--- src/hdl/rx_settings.svh ---
// receiver channel count, sample buffer depth and address width, sample word width
`ifndef RX_SETTINGS_SVH
`define RX_SETTINGS_SVH

//////////////////////////////////////////////////
// channel side

`define RX_CHANS	4		// receiver channels packed per sample group
`define RX_WORD_W	16		// one i, q or iq3 word, also one buffer word

//////////////////////////////////////////////////
// shared sample buffer

`define RXBUF_DEPTH	2048	// words, pointers wrap at this size
`define RXBUF_AW	11		// log2 of RXBUF_DEPTH

// a block of nsamps groups takes nsamps*RX_CHANS*3 + 4 words,
// so several blocks fit before the writer laps the reader

`endif

--- src/hdl/rx_pkg.sv ---
// rx_pkg: buffer word, timestamp, address, channel, count types and the sequencer enums
`include "rx_settings.svh"

package rx_pkg;

	typedef logic [`RX_WORD_W-1:0]	sample_word_t;	// one buffer word
	typedef logic [47:0]			ticks_t;		// adc_clk tick timestamp
	typedef logic [`RXBUF_AW-1:0]	buf_addr_t;		// read or write pointer
	typedef logic [1:0]				chan_t;			// receiver channel index
	typedef logic [7:0]				nsamps_t;		// sample groups per block
	typedef logic [15:0]			buf_ctr_t;		// completed blocks

	// which word goes into the buffer next
	typedef enum logic [2:0] {WS_I, WS_Q, WS_IQ3, WS_T0, WS_T1, WS_T2, WS_CTR} word_sel_t;

	// packing sequencer
	typedef enum logic [2:0] {ST_IDLE, ST_CHAN, ST_GAP, ST_TICKS, ST_CTR} seq_state_t;

endpackage

--- src/hdl/rx_pack_seq.sv ---
// rx_pack_seq: nsamps register, group count and block packing FSM with write strobe
`timescale 1ns/1ps
`include "rx_settings.svh"

module rx_pack_seq (
	input  logic				adc_clk,
	input  logic				reset_bufs_A,
	input  logic				rx_avail_i,		// one group ready
	input  logic				set_nsamps_i,
	input  rx_pkg::nsamps_t		nsamps_i,
	output rx_pkg::chan_t		chan_o,			// channel being moved
	output rx_pkg::word_sel_t	word_sel_o,		// word being moved
	output logic				wr_o,			// buffer write, lined up with latch output
	output logic				blk_done_o		// one clock at end of block
);
	import rx_pkg::*;

	seq_state_t	state;
	nsamps_t	nsamps_q;	// groups per block
	nsamps_t	count;		// group within block
	logic		sel_vld;	// chan_o and word_sel_o name a word this clock
	logic		last_chan;
	logic		last_grp;

	assign last_chan = (chan_o == chan_t'(`RX_CHANS - 1));
	assign last_grp  = (count == nsamps_q - 8'd1);

	always_ff @(posedge adc_clk)
	begin
		if (set_nsamps_i)
			nsamps_q <= nsamps_i;
	end

	//////////////////////////////////////////////////
	// sequencer
	// group:   i q iq3 per channel, then wait for the next avail
	// last:    same, then t0 t1 t2 ctr with no pause, then blk_done

	always_ff @(posedge adc_clk)
	begin
		if (reset_bufs_A)
		begin
			state      <= ST_IDLE;
			chan_o     <= '0;
			word_sel_o <= WS_I;
			count      <= '0;
			sel_vld    <= 1'b0;
			wr_o       <= 1'b0;
			blk_done_o <= 1'b0;
		end
		else
		begin
			wr_o       <= sel_vld;		// latch registers the word one clock later
			blk_done_o <= 1'b0;
			case (state)
				ST_IDLE, ST_GAP:
				begin
					if (rx_avail_i)		// group write starts next clock
					begin
						state      <= ST_CHAN;
						chan_o     <= '0;
						word_sel_o <= WS_I;
						sel_vld    <= 1'b1;
					end
				end
				ST_CHAN:
				begin
					case (word_sel_o)
						WS_I: word_sel_o <= WS_Q;
						WS_Q: word_sel_o <= WS_IQ3;
						default:
						begin
							if (!last_chan)
							begin
								chan_o     <= chan_o + 2'd1;
								word_sel_o <= WS_I;
							end
							else if (last_grp)		// keep going into the trailer
							begin
								state      <= ST_TICKS;
								word_sel_o <= WS_T0;
							end
							else
							begin
								state   <= ST_GAP;	// stop until next avail
								count   <= count + 8'd1;
								sel_vld <= 1'b0;
							end
						end
					endcase
				end
				ST_TICKS:
				begin
					case (word_sel_o)
						WS_T0: word_sel_o <= WS_T1;
						WS_T1: word_sel_o <= WS_T2;
						default:
						begin
							state      <= ST_CTR;
							word_sel_o <= WS_CTR;	// single counter word
						end
					endcase
				end
				ST_CTR:
				begin
					state      <= ST_IDLE;
					count      <= '0;
					sel_vld    <= 1'b0;
					blk_done_o <= 1'b1;		// same clock as the counter word write
				end
				default: state <= ST_IDLE;
			endcase
		end
	end

endmodule

--- config.mk ---
export PLATFORM = sky130hd
export DESIGN_NAME = rx_pack_seq
export DESIGN_NICKNAME = d
export VERILOG_FILES = /design/src/hdl/rx_pkg.sv /design/src/hdl/rx_pack_seq.sv
export VERILOG_INCLUDE_DIRS = /design/src /design/src/hdl
export SDC_FILE = /design/constraint.sdc
export NUM_CORES = 1
export LEC_CHECK = 0
export ABC_CLOCK_PERIOD_IN_PS = 3200
export BUFFER_PORTS_ARGS = -buffer_cell sky130_fd_sc_hd__buf_4
export CAP_MARGIN = 15
export CORE_ASPECT_RATIO = 0.6
export CORE_MARGIN = 10
export CORE_UTILIZATION = 55
export DETAILED_ROUTE_END_ITERATION = 16
export GPL_TIMING_DRIVEN = 0
export HOLD_SLACK_MARGIN = 0.08
export PLACE_DENSITY = 0.73
export SYNTH_ARGS = -nofsm -noshare
export SYNTH_HDL_FRONTEND = slang
export SYNTH_SLANG_ARGS = --single-unit
--- constraint.sdc ---
create_clock -name adc_clk -period 3.2 [get_ports adc_clk]
set_input_delay 0.64 -clock adc_clk [delete_from_list [all_inputs] [get_ports adc_clk]]
set_output_delay 0.64 -clock adc_clk [all_outputs]
set_load 0.02 [all_outputs]
* Word-level counts from Yosys, hierarchy flattened
Cells that the tools add are included.
** Word-level totals
- Output and inout bits :: 7
- Bits in registers :: 27
** Operators by class
- Eq/ne operators :: 16
- Multiplexer cells :: 26
- Reduce and logical (&&, ||, !) cells :: 14
- Add/sub/neg operators :: 3
** Operator list (number)
- 8-bit two-way mux :: 3
- 3-bit two-way mux :: 7
- 3-bit one-hot mux with 3 select lines :: 2
- 8-bit one-hot mux with 2 select lines :: 1
- 2-bit inequality test (second input constant) :: 6
- 4-bit AND reduction :: 3
- 3-bit by 2-bit == test with 1-bit output (second input constant) :: 3
- 8-bit by 1-bit adder with 8-bit output (second input constant) :: 1
- 8-bit == test :: 1
- 2-bit one-hot mux with 2 select lines :: 2
- 8-bit by 1-bit subtractor with 8-bit output (second input constant) :: 1
- 3-bit by 1-bit == test with 1-bit output (second input constant) :: 2
- 3-bit == test (second input constant) :: 2
- 3-bit logical NOT :: 2
- 1-bit two-way mux :: 6
- 2-bit two-way mux :: 3
- 3-bit one-hot mux with 2 select lines :: 1
- 3-bit nonzero test :: 2
- 2-bit OR reduction :: 3
- 5-bit inequality test (second input constant) :: 1
- 5-bit AND reduction :: 1
- 2-bit nonzero test :: 2
- 1-bit one-hot mux with 3 select lines :: 1
- 3-bit AND reduction :: 1
- other kinds (2) :: 2

* Depth between registers and ports, before layout
Gate-level depths: netlist of run 1.
- Word-level depth :: 6
- Depth in mapped cells :: 11
- Mapped depth without buffers :: 9

* Worst setup path before layout of run 1
Ideal clock, no wire load.
- Path kind :: reg2reg
- Start point :: register nsamps_q[0]
- End point :: register count[6]
- Path slack :: 0.946 ns
- Data required time :: 3.130 ns
- Clock period less this slack :: 2.254 ns
- Buffers on the path :: 1
- Cell stages (with the launch flop) :: 11
- Arrival time :: 2.184 ns
- Path through :: edfxtp_1 -> inv_1 -> ha_1 -> buf_2 -> xor2_1 -> nor2_1 -> a211o_1 -> a41oi_1 -> a31oi_4 -> or4_1 -> a21oi_1
** Between the ends
- Word-level cells in the longest chain between the ends :: 4
** Ends and longest elaborated chain
- start, declared :: line rx_pack_seq.sv:19 : nsamps_t nsamps_q;
- start signal, assigned :: line rx_pack_seq.sv:31 : nsamps_q <= nsamps_i;
- 8-bit by 1-bit subtractor with 8-bit output :: line rx_pack_seq.sv:26 : assign last_grp = (count == nsamps_q - 8'd1);
- 8-bit == test :: line rx_pack_seq.sv:26
- 2-bit inequality test (no line)
- 4-bit AND reduction (no line)
- end signal, assigned :: line rx_pack_seq.sv:86 : count <= count + 8'd1;
- end, declared :: line rx_pack_seq.sv:20 : nsamps_t count;
Every way passes these cells.
A chain may end at the register's enable or synchronous reset.

* Final worst setup path of run 1
- Start point :: register nsamps_q[0]
- End point :: register count[7]
The elaborated chain is that of the path after synthesis.

==> results.ini, run 1 <==
[route]
routed_wirelength_um=3495
routed_wire_length_per_instance_um=16.03
drcViolationCount=0
detail_route.first_pass.iterations=4
vias=1270
drtIter0Drc=73
drtAntennaViolNets=0
post_drt_via_cell_ratio=5.826

[synthesis]
synth_edf_count=8
cell_area_after_synthesis_um2=1469
ys_dominant_reg_cell=dfxtp_1
post_syn_area_per_cell_um2=8.957
syn_inst=164
netlist-cell-type-count=41
ys_seq_elements=27
synth.yosys.seq_area_share_pct=42.25
syn-num-nets=179
synth.yosys.warnings=0
async_flop_share_pct=0

[status]
run_status=completed

[cts]
cts_sinks=27
post_cts_resize_count=0
cts-root-buf=clkbuf_8
htree_levels=1
holdBufCountCts=0
clk-insertion-delay-late_ns=0.27
cts_buffers=3
max-clock-path-buffers=2
tritoncts=yes
cts_post_setup_buffers_inserted=0
path_clk_slew_ns=0.09

[sta]
worst-slew-pin-transition_ns=0.6286
finalWorstPathRequiredPeriod_ns=2.539
maxSlewViolCount=0
max_clock_freq_ghz=0.3938
finalHoldViolations=0
finalClockSkew_ns=0.002599
setup_tns_ns=0
unrepaired_setup_endpoints_after_global_routing=no
setup_viol_count_final=0
relSlewSlack_pct=57.65
layout_worst_path_cycle_share_pct=79.35

[pwr]
power_report.internal_total_mw=0.5034
power.share.sequential_pct=55.7
p_leak_nw=0.6210
power.switching_fraction_pct=26.73
power_frac_comb_pct=15.7
power_density_nw_per_um2=406.5
total_switching_power_mw=0.1837
p_clk_share_pct=28.6
peak_supply_drop_v=0.0003109

[die]
die_width_um=86.72
top_level_ports=19
die_h_um=60.03
floorplan.die_area_um2=5206
floorplan.core_area_um2=2522
floorplan.initialDensity_pct=58.23
core.rowCount=14

[global_route]
grt_remaining_overflow=0
wire_length_of_the_first_global_routing_pass_um=5782
grt_antenna_before_repair=0
grt_pass1_vias=1216
grt_start_max_net_pins=16
grt.total_usage_pct=13.88

[critical_path]
worst-setup-path-type=flop to flop
critical_path_arrival_ns=2.75
worst_path_largest_cell_delay_ns=0.54
endpoint_kind=flop
ordered_cell_list_for_the_critical_path=inv_1 -> ha_1 -> buf_2 -> xor2_1 -> nor2_1 -> a211o_1 -> a41oi_1 -> a31oi_4 -> or4_1 -> a21oi_1
cell_with_the_biggest_individual_delay_on_the_critical_path=or4_1
critical_path_required_ns=3.41
critical_path_peak_fanout=8
worstSetupStartpointType=flop

[place]
hpwl_dp_um=2742
placed_cells_incl_taps=214
detailed_place.area_um2=1644
globalplace.congestion=0.8395
count_of_buffers_inserted_at_the_top_level_ports=18

[layout]
final_instance_area_um2=1690
post_route_cells_drive_above_1_share_pct=17.74
most-common-layout-cells=buf_4, dfxtp_1, nor2_1, nand2_1, a21oi_1
fill_cells=221
final_net_count=202
n_antenna_cell=0
final_non_filler_cell_total=218
area.growth.synth_to_final_pct=15.08

[hold_path]
worst_hold_path_type=flop to flop

[run]
timing.max_cap.violations=0

[power by group through the flow]
stage	registers, mW	clock network, mW	logic, mW
floorplan	0.392	0	0.0682
global placement	0.390	0	0.101
detailed placement	0.391	0	0.107
CTS	0.383	0.198	0.107
global route	0.385	0.207	0.121
finish	0.383	0.196	0.108
[path summary, 6_finish.rpt]
check | startpoint | end | slack, ns | cells after the start
max reg2reg | nsamps_q[0]$_DFFE_PP_ | count[7]$_SDFFE_PP0P_ | 0.66 | 10
max | nsamps_q[0]$_DFFE_PP_ | count[7]$_SDFFE_PP0P_ | 0.66 | 10
min reg2reg | chan_o[1]$_SDFFE_PP0P_ | chan_o[1]$_SDFFE_PP0P_ | 0.50 | 2
min | chan_o[1]$_SDFFE_PP0P_ | chan_o[1]$_SDFFE_PP0P_ | 0.50 | 2
[synthesized netlist by cell type (all sizes together), types with 4 or more instances]
cell type  count  area [um2]
o31ai          4       30.03
xnor2          9       78.83
nor2          17       63.81
xor2           4       35.03
inv            5       18.77
dfxtp         19       380.4
nor3           6       35.03
buf            5       32.53
nand2         17       63.81
edfxtp         8       240.2
a21oi         13       65.06
o21ai          9       48.80
nand3          5       25.02
mux2i          4       40.04
[state kept, by name (all words and copies together) (netlist names)]
| register | count |
|---|---|
| blk_done_o | 1 |
| word_sel_o | 3 |
| chan_o | 2 |
| sel_vld | 1 |
| nsamps_q | 8 |
| wr_o | 1 |
| state | 3 |
| count | 8 |
[metrics by stage]
step	total power, mW	hold WS [ns]	setup WS, ns	util, %
floorplan	0.4604	0.4643	0.9457	-
global placement	0.4908	0.4769	0.7960	65.18
detailed placement	0.4978	0.4919	0.7195	65.18
CTS	0.6881	0.5044	0.6784	67.01
global route	0.7127	0.5278	0.4794	67.01
finish	0.6871	0.5039	0.6608	67.01
[logic make-up after synthesis]
group           synth area share (%)
simple gates                   23.68
compound gates                 16.78
flops                          42.25
xor+xnor                       7.751
buf+inv                        4.259
mux                            2.726
fa+ha+maj                      2.556
[per-layer routing]
layer / global-route usage, % / wire, um
met5: 0 / 0
met4: 2.759 / 11
met3: 3.935 / 206
met2: 22.43 / 1596
met1: 18.12 / 1680
[worst max-delay path, delay by kind of cell, from the launching register on]
kind,cells,cell delay (ns)
buffers and inverters,2,0.27
AND/OR/NAND/NOR,2,0.59
flip-flops,1,0.45
XOR/XNOR,1,0.16
AO/OA/AOI/OAI,4,0.86
adder cells (fa/ha/maj),1,0.13
[final cells by class]
cell class | instances | area, um2 | share of cell area, %
Clock buffer | 3 | 41.29 | 2.443
Buffer | 8 | 43.79 | 2.591
Sequential cell | 27 | 620.6 | 36.71
Timing Repair Buffer | 18 | 135.1 | 7.994
Clock inverter | 1 | 5.005 | 0.2961
Multi-Input combinational cell | 124 | 785.8 | 46.48
Tap cell | 32 | 40.04 | 2.369
Inverter | 5 | 18.77 | 1.110
No activity file was read; power rests on OpenSTA's default activity.
==> inputs of run 2 (changes only) <==
--- a/config.mk
+++ b/config.mk
@@ -6,16 +6,17 @@
 export SDC_FILE = /design/constraint.sdc
 export NUM_CORES = 1
 export LEC_CHECK = 0
-export ABC_CLOCK_PERIOD_IN_PS = 3200
+export ABC_AREA = 1
+export ABC_CLOCK_PERIOD_IN_PS = 2200
 export BUFFER_PORTS_ARGS = -buffer_cell sky130_fd_sc_hd__buf_4
 export CAP_MARGIN = 15
 export CORE_ASPECT_RATIO = 0.6
 export CORE_MARGIN = 10
-export CORE_UTILIZATION = 55
+export CORE_UTILIZATION = 52
 export DETAILED_ROUTE_END_ITERATION = 16
 export GPL_TIMING_DRIVEN = 0
 export HOLD_SLACK_MARGIN = 0.08
-export PLACE_DENSITY = 0.73
+export PLACE_DENSITY = 0.72
 export SYNTH_ARGS = -nofsm -noshare
 export SYNTH_HDL_FRONTEND = slang
 export SYNTH_SLANG_ARGS = --single-unit
==> constraint.sdc (replaced) <==
create_clock -name adc_clk -period 2.2 [get_ports adc_clk]
set_input_delay 0.44 -clock adc_clk [delete_from_list [all_inputs] [get_ports adc_clk]]
set_output_delay 0.44 -clock adc_clk [all_outputs]
set_load 0.02 [all_outputs]
==> run 2 against run 1 <==
- fmax grew 30%
- setup slack lost 0.42 ns
- global-route usage shrank 2.0 points
- via count grew 14%
- total power grew 66%
- clock skew is essentially flat
- cell count grew 33%
- sequential share of layout area shrank 2.9 points
- largest cell class unchanged
==> results.ini, run 2 <==
[cts]
cts_buffers=3  ; unchanged
clk-insertion-delay-late_ns=0.28  ; was 0.27 ns
path_clk_slew_ns=0.10  ; was 0.09 ns
htree_levels=1  ; unchanged
tritoncts=yes  ; unchanged
cts_post_setup_buffers_inserted=0  ; unchanged
cts-root-buf=clkbuf_8  ; unchanged
max-clock-path-buffers=2  ; unchanged
cts_sinks=27  ; unchanged

[sta]
layout_worst_path_cycle_share_pct=88.91  ; was 79.35%
max_clock_freq_ghz=0.5112  ; was 0.3938 GHz
unrepaired_setup_endpoints_after_global_routing=no  ; unchanged
setup_viol_count_final=0  ; unchanged
worst-slew-pin-transition_ns=0.4912  ; was 0.6286 ns
finalWorstPathRequiredPeriod_ns=1.956  ; was 2.539 ns
finalHoldViolations=0  ; unchanged
finalClockSkew_ns=0.002611  ; was 0.002599 ns
relSlewSlack_pct=67.25  ; was 57.65%
setup_tns_ns=0  ; unchanged
maxSlewViolCount=0  ; unchanged

[place]
hpwl_dp_um=2665  ; was 2742 um
count_of_buffers_inserted_at_the_top_level_ports=18  ; unchanged
globalplace.congestion=0.8576  ; was 0.8395

[pwr]
total_power_mw=1.138  ; was 0.6871 mW
peak_supply_drop_v=0.0004514  ; was 0.0003109 V
p_leak_nw=0.8166  ; was 0.6210 nW
power.share.sequential_pct=50.8  ; was 55.7%
power_report.internal_total_mw=0.7818  ; was 0.5034 mW
p_clk_share_pct=26.1  ; was 28.6%
power.switching_fraction_pct=31.28  ; was 26.73%
power_density_nw_per_um2=619.7  ; was 406.5 nW/um2
power_frac_comb_pct=23.2  ; was 15.7%
total_switching_power_mw=0.3558  ; was 0.1837 mW

[synthesis]
synth.yosys.seq_area_share_pct=38.87  ; was 42.25%
synth.largest_area_cell=dfxtp_1  ; unchanged
synth.yosys.warnings=0  ; unchanged
netlist-cell-type-count=27  ; was 41
cell_area_after_synthesis_um2=1597  ; was 1469 um2
post_syn_area_per_cell_um2=7.064  ; was 8.957 um2
synth.area.top_cells=dfxtp_1, edfxtp_1, nand2_1  ; was dfxtp_1, edfxtp_1, xnor2_1
ys_seq_elements=27  ; unchanged
ys_dominant_reg_cell=dfxtp_1  ; unchanged
syn-num-nets=241  ; was 179
synth_edf_count=8  ; unchanged
synth_top_area_share_pct=23.82  ; was 25.89%
async_flop_share_pct=0  ; unchanged
netlist_top_cells_count=nand2_1, inv_1, nand3_1, nor2_1, dfxtp_1  ; was dfxtp_1, nand2_1, nor2_1, a21oi_1, xnor2_1
syn_inst=226  ; was 164
post-synth-top-count-cell=nand2_1  ; was dfxtp_1

[die]
die_width_um=91.54  ; was 86.72 um
die_h_um=62.92  ; was 60.03 um
top_level_ports=19  ; unchanged
floorplan.core_area_um2=2909  ; was 2522 um2
floorplan.initialDensity_pct=54.88  ; was 58.23%
core.rowCount=15  ; was 14
floorplan.die_area_um2=5759  ; was 5206 um2

[route]
post_drt_via_cell_ratio=5.014  ; was 5.826
drtIter0Drc=172  ; was 73
detail_route.first_pass.iterations=4  ; unchanged
vias=1454  ; was 1270
routed_wire_length_per_instance_um=11.74  ; was 16.03 um
drcViolationCount=0  ; unchanged
routed_wirelength_um=3404  ; was 3495 um
drtAntennaViolNets=0  ; unchanged

[critical_path]
endpoint_kind=flop  ; unchanged
worst-setup-path-type=flop to flop  ; unchanged
critical_path_required_ns=2.35  ; was 3.41 ns
critical_path_peak_fanout=10  ; was 8
worstSetupStartpointType=flop  ; unchanged
critical_path_arrival_ns=2.11  ; was 2.75 ns

[global_route]
grt_pass1_vias=1203  ; was 1216
wire_length_of_the_first_global_routing_pass_um=5754  ; was 5782 um
grt_start_max_net_pins=17  ; was 16
grt_antenna_before_repair=0  ; unchanged
grt.total_usage_pct=11.90  ; was 13.88%
grt_remaining_overflow=0  ; unchanged

[layout]
area.growth.synth_to_final_pct=14.97  ; was 15.08%
fill_cells=274  ; was 221
post_route_cells_drive_above_1_share_pct=16.94  ; was 17.74%
n_antenna_cell=0  ; unchanged
final_core_util_pct=63.10  ; was 67.01%
layout_top_registers=count (8), nsamps_q (8)  ; unchanged
final-seq-area_um2=620.6  ; unchanged
final_net_count=264  ; was 202
footprint_of_the_multi_input_gates_um2=837.1  ; was 785.8 um2
layout_commonest_cell=nand2_1
most-common-layout-cells=nand2_1, nand3_1, inv_1, nor2_1  ; was buf_4, dfxtp_1, nor2_1, nand2_1, a21oi_1

[hold_path]
worst_hold_path_type=primary input to flop  ; was flop to flop

[run]
timing.max_cap.violations=0  ; unchanged

[status]
run_status=completed  ; unchanged

## run 2: changes by cell type in the layout (fill, tap and decap cells not counted), sizes merged, moves of 3 or more
cell and delta:
nand2 +43, nand3 +25, inv +23, nor2 +8, xnor2 -5, a21oi +4, mux2i -4, o31ai -4
nand2b -3, nand4 -3, nor2b -3, o21ai -3, or3 -3, or4 -3
## run 2: layout make-up
cell class                 instances  area share (%)
buffer                             5           1.772
multi-input combinational        165           45.60
timing repair buffer              18           7.362
sequential                        27           33.81
tap                               42           2.863
inverter                          29           5.930
clock buffer                       3           2.249
clock inverter                     1          0.4090
## run 2: stage by stage
step	std cells	setup WS, ns	instance area (um2)	hold WS [ns]
2_1_floorplan	226	0.4193	1597	0.4031
3_3_place_gp	286	0.1655	1784	0.4181
3_5_place_dp	286	0.1797	1784	0.4136
4_1_cts	290	0.1527	1833	0.3205
5_1_grt	290	0.05821	1836	0.3142
6_report	290	0.2439	1836	0.3278
## run 2: cell families (layout without fill, tap and decap cells)
family | Yosys count | after routing | synth area share (%)
AO/OA/AOI/OAI | 25 | 25 | 8.386
AND/OR/NAND/NOR | 127 | 127 | 36.05
XOR/XNOR | 10 | 10 | 5.486
flip-flops | 27 | 27 | 38.87
adder cells (fa/ha/maj) | 3 | 3 | 2.351
buffers and inverters | 34 | 56 | 8.855
## run 2: power by group through the flow
stage	sequential (mW)	combinational (mW)	clock, mW
3_5_place_dp	0.589	0.262	0
5_1_grt	0.583	0.297	0.322
3_3_place_gp	0.588	0.258	0
2_1_floorplan	0.595	0.181	0
6_report	0.577	0.264	0.296
4_1_cts	0.577	0.263	0.305
## run 2: what timing repair did
| item | in CTS | in global routing |
|---|---|---|
| hold buffers | 0 | 0 |
| setup endpoints to repair | 0 | 5 |
| gates resized for setup | 0 | 2 |
## run 2: final timing paths
kind                    startpoint                     to  slack [ns]  cells after the start
max          nsamps_q[0]$_DFFE_PP_  count[3]$_SDFFE_PP0P_        0.24                     14
min                    nsamps_i[0]  nsamps_q[0]$_DFFE_PP_        0.33                      1
max reg2reg  nsamps_q[0]$_DFFE_PP_  count[3]$_SDFFE_PP0P_        0.24                     14
min reg2reg   sel_vld$_SDFFE_PP0P_        wr_o$_SDFF_PP0_        0.43                      2
## run 2: worst max-delay path, stage by stage (launching register included)
cell and delay, ns:
edfxtp_1 0.44, inv_2 0.13, ha_2 0.23, nand2_1 0.10, nor2_1 0.10, nand2_1 0.05
nand2_1 0.05, nand2_1 0.08, nor2_2 0.16, nand2_2 0.08, nand2_2 0.06, nand2_2 0.06
buf_6 0.15, nand3_1 0.08, a21oi_1 0.07
## run 2: layer usage
layer  vias up  GRT usage (%)  share of wire, %
met5         -              0                 0
met4         0          2.918              0.59
met3         4          3.957                11
met2        56          14.31                36
met1       619          18.60                52
li1        775              -                 -
